## config.mk

```make
export PLATFORM = sky130hd
export DESIGN_NAME = melody_player
export DESIGN_NICKNAME = d
export VERILOG_FILES = /design/src/player_pkg.sv /design/src/music_pkg.sv /design/src/melody_player.sv /design/src/tone_generator.sv /design/src/note_sequencer.sv /design/src/jukebox.sv
export SDC_FILE = /design/constraint.sdc
export NUM_CORES = 1
export LEC_CHECK = 0
export ABC_AREA = 1
export BUFFER_PORTS_ARGS = -buffer_cell sky130_fd_sc_hd__buf_2
export CORE_AREA = 2 2 76 115
export DETAILED_ROUTE_END_ITERATION = 16
export DIE_AREA = 0 0 78 117
export PLACE_DENSITY = 0.71
export SLEW_MARGIN = 20
export SYNTH_ARGS = -nofsm -noshare
export SYNTH_HDL_FRONTEND = slang
export SYNTH_HIERARCHICAL = 1
export SYNTH_SLANG_ARGS = --single-unit
```

## constraint.sdc

```tcl
create_clock -name clk -period 5.2 [get_ports clk]
set_input_delay 0.78 -clock clk [delete_from_list [all_inputs] [get_ports clk]]
set_output_delay 0.78 -clock clk [all_outputs]
set_load 0.05 [all_outputs]
```

## src/player_pkg.sv

```systemverilog
// ******************************
// sequencer timing and state definitions
// real builds only retune BEAT_TICKS here
// ******************************
package player_pkg;

    // ******************************
    // sequencer FSM states
    // ******************************
    typedef enum logic [1:0] {
        IDLE,                                       // waiting for start
        FETCH,                                      // first note lookup
        PLAY                                        // note sounding
    } player_state_t;

    // ******************************
    // beat timing, sim scale
    // ******************************
    localparam int BEAT_TICKS = 16;                 // clocks per beat
    localparam int TICK_W     = $clog2(BEAT_TICKS); // prescaler width

    // prescaler wrap value, last clock of a beat
    localparam logic [TICK_W-1:0] LAST_TICK = TICK_W'(BEAT_TICKS - 1);

    // note duration counter, covers 15 beats of 16 clocks
    localparam int DUR_W = 8;

endpackage

```

## src/music_pkg.sv

```systemverilog
// ******************************
// pitch and score definitions shared by the ROM, sequencer and tone path
// import with music_pkg::* inside the module body
// ******************************
package music_pkg;

    localparam int NOTE_INDEX_W = 5;                // note number width
    localparam int MAX_NOTES    = 2 ** NOTE_INDEX_W; // 32 entries per score
    localparam int MELODY_SEL_W = 4;                // 16 melodies
    localparam int LEN_W        = 4;                // length field, in beats
    localparam int HALF_W       = 8;                // half-period width, clocks

    // ******************************
    // pitch index, chromatic from do_ up to re_H
    // ******************************
    typedef enum logic [3:0] {
        do_, doD, re, reD, mi, fa, faD, sol,        // 0..7
        solD, la, laD, si, do_H, doDH, re_H,        // 8..e
        silence                                     // f, no sound
    } music_note_t;

    // one score line, length 0 ends the melody
    typedef struct packed {
        music_note_t        tone;                   // pitch
        logic [LEN_W-1:0]   length;                 // beats, 0 = end
    } score_entry_t;

    // ******************************
    // half-period per pitch in clocks, sim scale
    // ******************************
    // about one semitone step between entries
    localparam logic [HALF_W-1:0] HALF_PERIOD [0:14] = '{
        8'd60,                                      // do_
        8'd57,                                      // doD
        8'd53,                                      // re
        8'd50,                                      // reD
        8'd48,                                      // mi
        8'd45,                                      // fa
        8'd42,                                      // faD
        8'd40,                                      // sol
        8'd38,                                      // solD
        8'd36,                                      // la
        8'd34,                                      // laD
        8'd32,                                      // si
        8'd30,                                      // do_H
        8'd28,                                      // doDH
        8'd27                                       // re_H
    };

endpackage
```

## src/melody_player.sv

```systemverilog
// ******************************
// melody player top, start pulse in, speaker out
// ******************************
`timescale 1ns/1ps

module melody_player (
    input  logic                               clk,
    input  logic                               rst_n,
    input  logic                               start,          // begin playback
    input  logic [music_pkg::MELODY_SEL_W-1:0] melody_select,  // which melody
    output logic                               speaker,
    output logic                               playing,
    output logic                               done,
    output music_pkg::score_entry_t            current_note    // for a display
);
    import music_pkg::*;

    logic [MELODY_SEL_W-1:0]   melody;              // latched select to ROM
    logic [NOTE_INDEX_W-1:0]   note_index;          // ROM address
    score_entry_t              entry;               // ROM data

    jukebox u_jukebox (
        .melody_select (melody),
        .note_index    (note_index),
        .entry         (entry)
    );

    note_sequencer u_note_sequencer (
        .clk           (clk),
        .rst_n         (rst_n),
        .start         (start),
        .melody_select (melody_select),
        .entry         (entry),
        .melody        (melody),
        .note_index    (note_index),
        .current_note  (current_note),
        .playing       (playing),
        .done          (done)
    );

    tone_generator u_tone_generator (
        .clk           (clk),
        .rst_n         (rst_n),
        .playing       (playing),
        .tone          (current_note.tone),
        .speaker       (speaker)
    );

endmodule

```

## src/tone_generator.sv

```systemverilog
// ******************************
// square-wave tone from the current pitch
// muted on silence and while not playing
// ******************************
`timescale 1ns/1ps

module tone_generator (
    input  logic                    clk,
    input  logic                    rst_n,
    input  logic                    playing,
    input  music_pkg::music_note_t  tone,           // pitch of sounding note
    output logic                    speaker         // 1-bit audio out
);
    import music_pkg::*;

    music_note_t         tone_q;                    // pitch the divider runs on
    logic [HALF_W-1:0]   half;                      // half-period of tone
    logic [HALF_W-1:0]   cnt;                       // clocks since last toggle
    logic                spk_q;                     // square-wave level
    logic                active;                    // audible note
    logic                restart;                   // new note seen

    // ******************************
    // pitch lookup and control
    // ******************************
    always_comb begin
        half = '0;
        if (tone != silence) begin
            half = HALF_PERIOD[tone];               // table has no silence slot
        end
    end

    assign active  = playing && (tone != silence);
    assign restart = active && (tone != tone_q);    // first clock of a new pitch

    // ******************************
    // half-period divider
    // ******************************
    always_ff @(posedge clk or negedge rst_n) begin
        if (!rst_n) begin
            tone_q <= silence;
            cnt    <= '0;
            spk_q  <= 1'b0;
        end else if (!active) begin
            tone_q <= silence;                      // forces restart on next note
            cnt    <= '0;
            spk_q  <= 1'b0;
        end else if (restart) begin
            tone_q <= tone;
            cnt    <= HALF_W'(1);                   // note began one clock ago
            spk_q  <= 1'b0;
        end else if (cnt == half - 1'b1) begin
            cnt    <= '0;
            spk_q  <= ~spk_q;                       // toggle every half-period
        end else begin
            cnt    <= cnt + 1'b1;
        end
    end

    // level masked while muted or restarting
    assign speaker = active && !restart && spk_q;

endmodule

```

## src/note_sequencer.sv

```systemverilog
// ******************************
// score walker FSM, times each note in beats
// drives the ROM address and registers the sounding note
// ******************************
`timescale 1ns/1ps

module note_sequencer (
    input  logic                               clk,
    input  logic                               rst_n,
    input  logic                               start,          // one-cycle pulse
    input  logic [music_pkg::MELODY_SEL_W-1:0] melody_select,  // raw select
    input  music_pkg::score_entry_t            entry,          // ROM line
    output logic [music_pkg::MELODY_SEL_W-1:0] melody,         // latched select
    output logic [music_pkg::NOTE_INDEX_W-1:0] note_index,     // ROM address
    output music_pkg::score_entry_t            current_note,   // sounding note
    output logic                               playing,
    output logic                               done            // end pulse
);
    import music_pkg::*;
    import player_pkg::*;

    player_state_t             state;
    logic [NOTE_INDEX_W-1:0]   idx;                 // index of sounding note
    logic [TICK_W-1:0]         tick_cnt;            // beat prescaler
    logic [DUR_W-1:0]          beats_left;          // beats still to play
    logic                      last_cycle;          // final clock of a note
    logic                      load;                // take entry this edge
    logic                      end_hit;             // melody over

    // ******************************
    // lookahead and end detection
    // ******************************
    assign last_cycle = (state == PLAY) && (tick_cnt == LAST_TICK)
                        && (beats_left == DUR_W'(1));
    assign load       = (state == FETCH) || last_cycle;   // fetch overlaps last clock
    assign note_index = last_cycle ? idx + 1'b1 : idx;    // peek next line early
    assign end_hit    = (entry.length == '0)
                        || (last_cycle && (idx == '1));    // terminator or slot 31

    // ******************************
    // FSM and counters
    // ******************************
    always_ff @(posedge clk or negedge rst_n) begin
        if (!rst_n) begin
            state        <= IDLE;
            melody       <= '0;
            idx          <= '0;
            tick_cnt     <= '0;
            beats_left   <= '0;
            current_note <= '0;
            playing      <= 1'b0;
            done         <= 1'b0;
        end else begin
            done <= 1'b0;                           // pulse only
            case (state)
                IDLE: begin
                    if (start) begin
                        melody <= melody_select;    // hold for whole melody
                        idx    <= '0;
                        state  <= FETCH;
                    end
                end
                FETCH, PLAY: begin
                    if (load) begin
                        if (end_hit) begin
                            current_note <= '0;     // blank the display
                            playing      <= 1'b0;
                            done         <= 1'b1;   // same edge as playing falls
                            state        <= IDLE;
                        end else begin
                            current_note <= entry;
                            idx          <= note_index;
                            beats_left   <= DUR_W'(entry.length);
                            tick_cnt     <= '0;
                            playing      <= 1'b1;
                            state        <= PLAY;
                        end
                    end else begin
                        // only PLAY reaches here
                        if (tick_cnt == LAST_TICK) begin
                            tick_cnt   <= '0;
                            beats_left <= beats_left - 1'b1;   // beat boundary
                        end else begin
                            tick_cnt <= tick_cnt + 1'b1;
                        end
                    end
                end
                default: state <= IDLE;
            endcase
        end
    end

endmodule

```

## src/jukebox.sv

```systemverilog
// ******************************
// melody ROM, 16 scores of up to 32 notes
// pure lookup by melody and note number
// ******************************
`timescale 1ns/1ps

module jukebox (
    input  logic [music_pkg::MELODY_SEL_W-1:0] melody_select,  // latched melody
    input  logic [music_pkg::NOTE_INDEX_W-1:0] note_index,     // note number
    output music_pkg::score_entry_t            entry           // tone and beats
);
    import music_pkg::*;

    score_entry_t score [MAX_NOTES];                // selected sheet

    // builds one score line
    function automatic score_entry_t nt(input music_note_t tone, input int beats);
        score_entry_t e;
        e.tone   = tone;
        e.length = LEN_W'(beats);                   // 1..15 beats
        return e;
    endfunction

    // ******************************
    // sheet music, unlisted slots are length 0
    // ******************************
    always_comb begin
        case (melody_select)
            4'd0: score = '{                        // children's song
                0: nt(sol, 2),   1: nt(mi, 2),   2: nt(mi, 4),     // first line
                3: nt(fa, 2),    4: nt(re, 2),   5: nt(re, 4),
                6: nt(do_, 2),   7: nt(re, 2),   8: nt(mi, 2),     // run up
                9: nt(fa, 2),   10: nt(sol, 2), 11: nt(sol, 2),
                12: nt(sol, 4),
                13: nt(sol, 2), 14: nt(mi, 2),  15: nt(mi, 4),     // second line
                16: nt(fa, 2),  17: nt(re, 2),  18: nt(re, 4),
                19: nt(do_, 2), 20: nt(mi, 2),  21: nt(sol, 2),    // closing
                22: nt(sol, 2), 23: nt(do_, 7),
                default: '0
            };
            4'd1: score = '{                        // symphony theme
                0: nt(mi, 2),   1: nt(mi, 2),   2: nt(fa, 2),      // phrase a
                3: nt(sol, 2),  4: nt(sol, 2),  5: nt(fa, 2),
                6: nt(mi, 2),   7: nt(re, 2),   8: nt(do_, 2),
                9: nt(do_, 2),  10: nt(re, 2),  11: nt(mi, 2),
                12: nt(mi, 4),  13: nt(re, 1),  14: nt(re, 5),     // half cadence
                15: nt(mi, 2),  16: nt(mi, 2),  17: nt(fa, 2),     // phrase b
                18: nt(sol, 2), 19: nt(sol, 2), 20: nt(fa, 2),
                21: nt(mi, 2),  22: nt(re, 2),  23: nt(do_, 2),
                24: nt(do_, 2), 25: nt(re, 2),  26: nt(mi, 2),
                27: nt(re, 4),  28: nt(do_, 1), 29: nt(do_, 5),    // full cadence
                default: '0
            };
            4'd2: score = '{                        // scale up
                0: nt(do_, 2),  1: nt(re, 2),   2: nt(mi, 2),
                3: nt(fa, 2),   4: nt(sol, 2),  5: nt(la, 2),
                6: nt(si, 2),   7: nt(do_H, 2), 8: nt(re_H, 6),    // long top note
                default: '0
            };
            4'd3: score = '{                        // scale down
                0: nt(re_H, 2), 1: nt(do_H, 2), 2: nt(si, 2),
                3: nt(la, 2),   4: nt(sol, 2),  5: nt(fa, 2),
                6: nt(mi, 2),   7: nt(re, 2),   8: nt(do_, 6),     // long bottom note
                default: '0
            };
            4'd4:  score = '{0: nt(do_, 2), default: '0};      // single notes
            4'd5:  score = '{0: nt(re, 2),  default: '0};
            4'd6:  score = '{0: nt(mi, 2),  default: '0};
            4'd7:  score = '{0: nt(fa, 2),  default: '0};
            4'd8:  score = '{0: nt(sol, 2), default: '0};
            4'd9:  score = '{0: nt(la, 2),  default: '0};
            4'd10: score = '{0: nt(silence, 1), default: '0};  // one quiet beat
            4'd11: score = '{                       // falling jingle
                0: nt(silence, 1), 1: nt(la, 1), 2: nt(fa, 1), 3: nt(re, 1),
                default: '0
            };
            4'd12: score = '{                       // falling jingle, long tail
                0: nt(silence, 1), 1: nt(do_H, 1), 2: nt(la, 1),
                3: nt(fa, 1),      4: nt(re, 1),   5: nt(do_, 2),
                6: nt(sol, 1),     7: nt(do_, 4),
                default: '0
            };
            4'd13: score = '{                       // power-up pickup
                0: nt(silence, 1), 1: nt(si, 1), 2: nt(re_H, 2),
                default: '0
            };
            4'd14: score = '{                       // jewel pickup
                0: nt(silence, 1), 1: nt(mi, 1), 2: nt(sol, 1), 3: nt(do_H, 2),
                default: '0
            };
            4'd15: score = '{                       // jewel pickup, long
                0: nt(silence, 1), 1: nt(do_, 1),  2: nt(mi, 1),
                3: nt(sol, 1),     4: nt(do_H, 2), 5: nt(sol, 1),
                6: nt(do_H, 2),
                default: '0
            };
            default: score = '{default: '0};        // never hit, all codes listed
        endcase
    end

    assign entry = score[note_index];               // read out current line

endmodule

```

After elaboration in Yosys (flattened, before gate mapping):

Memory sizes are Yosys's and may differ from the RTL's.
Cells that the tools add are included.

* memory bits (read-only): 2080
* flip-flop bits (word level): 46
* memories kept: 2
* bits of input ports: 7

Memory list
* (no name shown): depth 16, width 122, read ports 1, clocked after Yosys merged registers in 0, wr ports 0, RTL line jukebox.sv:28 `case (melody_select)`
* (no name shown): depth 16, width 8, read ports 1, clocked after Yosys merged registers in 0, wr ports 0, RTL line tone_generator.sv:29 `half = HALF_PERIOD[tone];`

* add/subtract/negate cells: 5
* bitwise logic cells: 3
* muxes and demuxes: 34
* eq/ne operators: 14
* magnitude comparators: 2
* reductions and logical operators: 21

Operators by type and width (number)
* 8-bit two-way mux: 12
* 8-bit binary-select mux with 5-bit select: 1
* 4-bit two-way mux: 5
* 5-bit two-way mux: 4
* 8-bit by 1-bit subtractor with 8-bit output, second input constant: 2
* 5-bit case mux with 2 select lines: 1
* 8-bit by 1-bit adder with 8-bit output, second input constant: 1
* 8-bit by 1-bit == test with 1-bit output, second input constant: 1
* 8-bit == test: 1
* 2-bit != test, second input constant: 4
* 2-bit AND reduction: 4
* 1-bit logical AND: 7
* 1-bit two-way mux: 7
* 6-bit >= comparator, second input constant: 1
* 2-bit two-way mux: 3
* 5-bit NOT with 6-bit output: 1
* 5-bit by 1-bit adder with 5-bit output, second input constant: 1
* 5-bit == test, second input constant: 1
* 5-bit >= comparator, second input constant: 1
* 4-bit NOT with 5-bit output: 1
* 4-bit by 1-bit adder with 4-bit output, second input constant: 1
* 4-bit == test, second input constant: 1
* 4-bit logical NOT: 1
* 4-bit != test: 1
* other kinds (14): 16

Longest topological paths before layout:

* depth in word-level cells: 13
* mapped depth: 25
* gate-level depth less buffers: 23

By module:

The synthesis kept the hierarchy.

By module, submodules not included
* note_sequencer: area each 1895.6 um^2, cells an instance 233, instances 1
* jukebox: area each 1343.8 um^2, cells an instance 283, instances 1
* tone_generator: area each 1154.9 um^2, cells an instance 155, instances 1

Worst setup path after synthesis:

OpenSTA, ideal clock, no wires.

* kind: register to output
* from: reg u_note_sequencer/current_note[4] (netlist name)
* to: out speaker
* setup slack: 1.944 ns
* data required time: 4.420 ns
* data arrival time: 2.476 ns
* buffers on the path: 0
* cell stages (with the launch flop): 5
* cells stage by stage: dfrtp_1 ha_1 nand2_4 nand2_1 nor3b_1

* word-level cells in the longest chain between the ends: 6
* elaborated cells on any way between the ends: 7
* those cells by class: eq/ne (2); reduce/logical (5)

Ends and longest elaborated chain
* 4-bit != test: RTL line tone_generator.sv:33 `assign active = playing && (tone != silence);`
* 1-bit logical AND: RTL line tone_generator.sv:33
* 1-bit logical AND: RTL line tone_generator.sv:34 `assign restart = active && (tone != tone_q);`
* 1-bit logical NOT: RTL line tone_generator.sv:61 `assign speaker = active && !restart && spk_q;`
* 1-bit logical AND (*) (2 in series): RTL line tone_generator.sv:61
* end, declared: RTL line melody_player.sv:11 `output logic speaker,`

Mark *: on every way between the ends. The rest lies on a longest branch, timed or not.

==> impl_results.html <==
<table>
<tr><th>Metric</th><th>Value</th></tr>
<tr><th colspan="2">Outcome</th></tr>
<tr><td>Result of the run</td><td>completed</td></tr>
<tr><th colspan="2">Timing</th></tr>
<tr><td>Post-route worst hold slack</td><td>0.490 ns</td></tr>
<tr><td>Final worst-path setup slack</td><td>1.49 ns</td></tr>
<tr><td>Number of failing setup endpoints in the final timing report</td><td>0</td></tr>
<tr><td>Worst slew pin tran</td><td>0.767 ns</td></tr>
<tr><td>TNS Setup</td><td>0 ns</td></tr>
<tr><td>Final-report max-slew violation count</td><td>0</td></tr>
<tr><td>Period Utilization, post-route</td><td>71.4%</td></tr>
<tr><td>Clock Skew</td><td>0.00337 ns</td></tr>
<tr><td>Min Tclk post-route</td><td>3.71 ns</td></tr>
<tr><td>RSZ-0062 raised after global routing</td><td>false</td></tr>
<tr><td>Highest achievable clock rate</td><td>269 MHz</td></tr>
<tr><td>Final Hold Viols</td><td>0</td></tr>
<tr><td>Max-slew headroom at the worst pin</td><td>48.9%</td></tr>
<tr><th colspan="2">Setup path</th></tr>
<tr><td>Critical path start-end classification</td><td>reg2reg</td></tr>
<tr><td>Peak fanout along the critical path</td><td>13</td></tr>
<tr><td>Data required time at the worst endpoint</td><td>5.37 ns</td></tr>
<tr><td>CP startpoint kind</td><td>flop</td></tr>
<tr><td>CP max stage cell</td><td>sky130_fd_sc_hd__dfrtp_1</td></tr>
<tr><td>Cells traversed along the worst timing path</td><td>ha_1, nand3_1, nor2_1, nand2_1, nand2_1, nand2_1, inv_2, nand2_2, nor2_1, nand2_1, nand3_1, nand3_1, nand2_1, inv_1, nand4_1, nand3_2, nand2_2, nand2_2, nand2_1, nand2_1</td></tr>
<tr><td>Critical path's largest stage delay</td><td>0.37 ns</td></tr>
<tr><td>Critical Path Sink Type</td><td>flop</td></tr>
<tr><td>CP dominant cell by count</td><td>sky130_fd_sc_hd__nand2_1</td></tr>
<tr><td>Number of cell instances on the worst register-to-register path</td><td>20</td></tr>
<tr><td>Critical path data arrival time</td><td>3.89 ns</td></tr>
<tr><th colspan="2">Finish</th></tr>
<tr><td>Synth-to-Final Area Change</td><td>5.58%</td></tr>
<tr><td>Count of nets after finishing</td><td>709</td></tr>
<tr><td>Most frequent cells in the layout</td><td>sky130_fd_sc_hd__nand2_1, sky130_fd_sc_hd__nand3_1, sky130_fd_sc_hd__inv_1</td></tr>
<tr><td>Most common library cell in the layout ignoring fill and taps</td><td>sky130_fd_sc_hd__nand2_1</td></tr>
<tr><td>N_diodes</td><td>0</td></tr>
<tr><td>Storage element area</td><td>1160 um^2</td></tr>
<tr><td>Layout filler cell count</td><td>825</td></tr>
<tr><td>Area of the multi-input gates</td><td>2790 um^2</td></tr>
<tr><td>Share of post-route cells with drive strength above 1</td><td>13.5%</td></tr>
<tr><th colspan="2">Power and ir drop</th></tr>
<tr><td>Leakage power</td><td>2.45 nW</td></tr>
<tr><td>Switching power</td><td>1.49 mW</td></tr>
<tr><td>Areal power density over the cells</td><td>581 nW/um^2</td></tr>
<tr><td>Internal power summed over all cells</td><td>1.20 mW</td></tr>
<tr><td>Sequential cell fraction of total power</td><td>24.8%</td></tr>
<tr><td>Share of total power in the clock network</td><td>11.5%</td></tr>
<tr><td>Worst vdd ir</td><td>0.429 mV</td></tr>
<tr><td>Switching share of power</td><td>55.4%</td></tr>
<tr><td>Part of the power in combinational logic</td><td>63.6%</td></tr>
<tr><td>Final Power</td><td>2.69 mW</td></tr>
<tr><th colspan="2">Synth</th></tr>
<tr><td>Combinational family with the most area after synthesis</td><td>simple AND/OR/NAND/NOR gates</td></tr>
<tr><td>Post-Syn Instances</td><td>671</td></tr>
<tr><td>Synth async-reset ratio</td><td>100%</td></tr>
<tr><td>Area share of fa/ha/maj cells after synthesis</td><td>6.55%</td></tr>
<tr><td>Share of cell area taken by muxes after synthesis</td><td>0%</td></tr>
<tr><td>Synthesized net count</td><td>701</td></tr>
<tr><td>Most used flip-flop cell after synthesis</td><td>sky130_fd_sc_hd__dfrtp_1</td></tr>
<tr><td>Mean instance size in the synthesized netlist</td><td>6.55 um^2</td></tr>
<tr><td>Simple-gate area share of the yosys netlist</td><td>45.2%</td></tr>
<tr><td>Number of flip-flops and latches in the synthesized netlist</td><td>46</td></tr>
<tr><td>Sequential-to-total area share from yosys stat</td><td>26.3%</td></tr>
<tr><td>Synthesis warning total</td><td>6</td></tr>
<tr><td>Post-synth EDFFs</td><td>0</td></tr>
<tr><td>Compound-Gate Fraction of Synth Area</td><td>7.52%</td></tr>
<tr><td>Cell area after technology mapping</td><td>4390 um^2</td></tr>
<tr><td>XOR/XNOR share of the synthesized area</td><td>3.99%</td></tr>
<tr><td>Count of different cell masters after synthesis</td><td>45</td></tr>
<tr><th colspan="2">Route</th></tr>
<tr><td>DR WL/cell</td><td>15.3 um</td></tr>
<tr><td>Aggregate routed wire length</td><td>12.0 mm</td></tr>
<tr><td>Detail-routed via count per cell</td><td>5.52</td></tr>
<tr><td>First drt pass iteration count</td><td>6</td></tr>
<tr><td>Post-route DRC</td><td>0</td></tr>
<tr><td>Violation count after the first detailed-routing iteration</td><td>301</td></tr>
<tr><td>Antenna violation net count after detailed routing</td><td>0</td></tr>
<tr><td>Count of vias placed by the detailed router</td><td>4345</td></tr>
<tr><th colspan="2">Die</th></tr>
<tr><td>Core area</td><td>8210 um^2</td></tr>
<tr><td>Chip width</td><td>78 um</td></tr>
<tr><td>Die Y</td><td>117 um</td></tr>
<tr><td>Number of cell rows</td><td>41</td></tr>
<tr><td>Initial standard-cell utilization of the core</td><td>53.5%</td></tr>
<tr><td>Top-level port count</td><td>18</td></tr>
<tr><td>Die Area</td><td>9130 um^2</td></tr>
<tr><th colspan="2">Placed design</th></tr>
<tr><td>Final RePlAce weighted congestion</td><td>1.04</td></tr>
<tr><td>HPWL after DPL</td><td>9.40 mm</td></tr>
<tr><td>IO Port Bufs</td><td>17</td></tr>
<tr><td>Post-Place Setup Slack</td><td>1.60 ns</td></tr>
<tr><th colspan="2">Min path</th></tr>
<tr><td>Class of the worst hold path</td><td>in2async</td></tr>
<tr><th colspan="2">Clocking</th></tr>
<tr><td>H-tree depth</td><td>2</td></tr>
<tr><td>Post-cts hold buffer count</td><td>0</td></tr>
<tr><td>Number of buffers created by CTS</td><td>5</td></tr>
<tr><td>Post-CTS clock slew at the launch and capture registers of the worst setup and hold paths</td><td>0.06 ns</td></tr>
<tr><td>Clock insertion delay at the later pin of the skew report</td><td>0.29 ns</td></tr>
<tr><td>PostCTS Resize Cnt</td><td>0</td></tr>
<tr><td>Root buf cell</td><td>sky130_fd_sc_hd__clkbuf_16</td></tr>
<tr><td>Number of buffers on the longest clock path</td><td>2</td></tr>
<tr><td>Clock net sink count</td><td>46</td></tr>
<tr><td>Number of setup buffers added after CTS</td><td>0</td></tr>
<tr><td>CTS tree</td><td>built</td></tr>
<tr><th colspan="2">Global route</th></tr>
<tr><td>Number of global-route vias before repair</td><td>4128</td></tr>
<tr><td>Overflow left after global routing</td><td>0</td></tr>
<tr><td>Maximum number of pins on one net before global-route repair</td><td>47</td></tr>
<tr><td>Number of antenna violations at the first check in global routing</td><td>0</td></tr>
<tr><td>Global-route wire length before repair</td><td>19.8 mm</td></tr>
<tr><td>Gr usage total</td><td>27.2%</td></tr>
<tr><th colspan="2">Job</th></tr>
<tr><td>Max Cap Violations</td><td>0</td></tr>
</table>
-- metrics by stage --
step / utilization [%] / instance area [um^2] / std cells
2_1_floorplan: - / 4390 / 671
3_3_place_gp: 54.8 / 4490 / 779
3_5_place_dp: 54.8 / 4490 / 779
4_1_cts: 56.5 / 4640 / 787
5_1_grt: 56.5 / 4640 / 787
6_report: 56.5 / 4640 / 787
-- layer usage --
metal | share of wire [%] | global-route usage (%) | vias up
met1 | 39 | 30.4 | 2031
li1 | - | - | 2160
met4 | 5.8 | 17.3 | 0
met2 | 52 | 49.5 | 105
met3 | 2.8 | 2.84 | 49
met5 | 0 | 0 | -
-- final timing paths --
| check | startpoint | end | slack (ns) |
|---|---|---|---|
| min in group clk | u_note_sequencer/beats_left[1]$_DFFE_PN0P_ | u_note_sequencer/beats_left[1]$_DFFE_PN0P_ | 0.52 |
| max in group asynchronous | rst_n | u_note_sequencer/tick_cnt[3]$_DFFE_PN0P_ | 4.31 |
| worst min-delay path | rst_n | u_tone_generator/cnt[2]$_DFF_PN0_ | 0.49 |
| worst max register to register | u_note_sequencer/tick_cnt[1]$_DFFE_PN0P_ | u_note_sequencer/beats_left[6]$_DFFE_PN0P_ | 1.49 |
| worst min register to register | u_note_sequencer/beats_left[1]$_DFFE_PN0P_ | u_note_sequencer/beats_left[1]$_DFFE_PN0P_ | 0.52 |
| worst max-delay path | u_note_sequencer/tick_cnt[1]$_DFFE_PN0P_ | u_note_sequencer/beats_left[6]$_DFFE_PN0P_ | 1.49 |
-- synthesized netlist by cell type, types with 2 or more instances --
| master | instances | area share, % |
|---|---|---|
| sky130_fd_sc_hd__a21oi_1 | 15 | 1.7 |
| sky130_fd_sc_hd__buf_2 | 5 | 0.57 |
| sky130_fd_sc_hd__buf_4 | 4 | 0.68 |
| sky130_fd_sc_hd__buf_6 | 7 | 1.8 |
| sky130_fd_sc_hd__clkbuf_1 | 2 | 0.17 |
| sky130_fd_sc_hd__clkinv_1 | 3 | 0.26 |
| sky130_fd_sc_hd__dfrtp_1 | 42 | 24 |
| sky130_fd_sc_hd__dfstp_2 | 4 | 2.4 |
| sky130_fd_sc_hd__ha_1 | 23 | 6.5 |
| sky130_fd_sc_hd__inv_1 | 67 | 5.7 |
| sky130_fd_sc_hd__inv_2 | 12 | 1.0 |
| sky130_fd_sc_hd__nand2_1 | 208 | 18 |
| sky130_fd_sc_hd__nand2_2 | 11 | 1.6 |
| sky130_fd_sc_hd__nand2_4 | 5 | 1.3 |
| sky130_fd_sc_hd__nand3_1 | 88 | 10 |
| sky130_fd_sc_hd__nand3_2 | 6 | 1.4 |
| sky130_fd_sc_hd__nand3_4 | 2 | 0.80 |
| sky130_fd_sc_hd__nand4_1 | 12 | 1.7 |
| sky130_fd_sc_hd__nor2_1 | 56 | 4.8 |
| sky130_fd_sc_hd__nor2_2 | 11 | 1.6 |
| sky130_fd_sc_hd__nor2_4 | 5 | 1.3 |
| sky130_fd_sc_hd__nor3_1 | 6 | 0.68 |
| sky130_fd_sc_hd__nor3b_1 | 3 | 0.51 |
| sky130_fd_sc_hd__o21ai_0 | 26 | 3.0 |
| sky130_fd_sc_hd__o21ai_1 | 4 | 0.46 |
| sky130_fd_sc_hd__o21ai_2 | 3 | 0.60 |
| sky130_fd_sc_hd__o22ai_1 | 4 | 0.57 |
| sky130_fd_sc_hd__or2_2 | 2 | 0.28 |
| sky130_fd_sc_hd__xnor2_1 | 12 | 2.4 |
| sky130_fd_sc_hd__xor2_1 | 8 | 1.6 |
-- final cells by class --
class | count | share of cell area (%)
Multi-Input combinational cell | 524 | 60.1
Sequential cell | 46 | 24.9
Tap cell | 107 | 2.89
Timing Repair Buffer | 19 | 2.21
Clock buffer | 6 | 2.78
Inverter | 83 | 6.77
Clock inverter | 2 | 0.297
-- registers in the layout, indices dropped and copies added, names as in the netlist --
name / flops
u_note_sequencer/tick_cnt: 4
u_note_sequencer/idx: 5
u_note_sequencer/current_note: 8
u_tone_generator/cnt: 8
u_note_sequencer/beats_left: 8
u_note_sequencer/done: 1
u_tone_generator/spk_q: 1
u_note_sequencer/playing: 1
u_note_sequencer/state: 2
u_tone_generator/tone_q: 4
u_note_sequencer/melody: 4
-- power by group through the flow --
stage / registers [mW] / logic [mW] / clock network (mW)
floorplan: 0.694 / 1.34 / 0
global placement: 0.668 / 1.67 / 0
detailed placement: 0.673 / 1.70 / 0
CTS: 0.669 / 1.71 / 0.318
global route: 0.693 / 1.92 / 0.331
finish: 0.669 / 1.72 / 0.311
-- critical path, delay by kind of cell, from the launching register on --
family	cells	cell delay, ns
simple gates	17	2.61
buf+inv	2	0.39
flops	1	0.37
fa+ha+maj	1	0.20
-- cells by family after synthesis --
kind of cell / count (synthesis)
AOI/OAI and AO/OA: 58
xor gates and xnor gates: 20
adders and majority gates: 23
buffers and inverters: 101
DFF: 46
other: 1
and+or+nand+nor: 422
No activity file was read; power rests on OpenSTA's default activity.
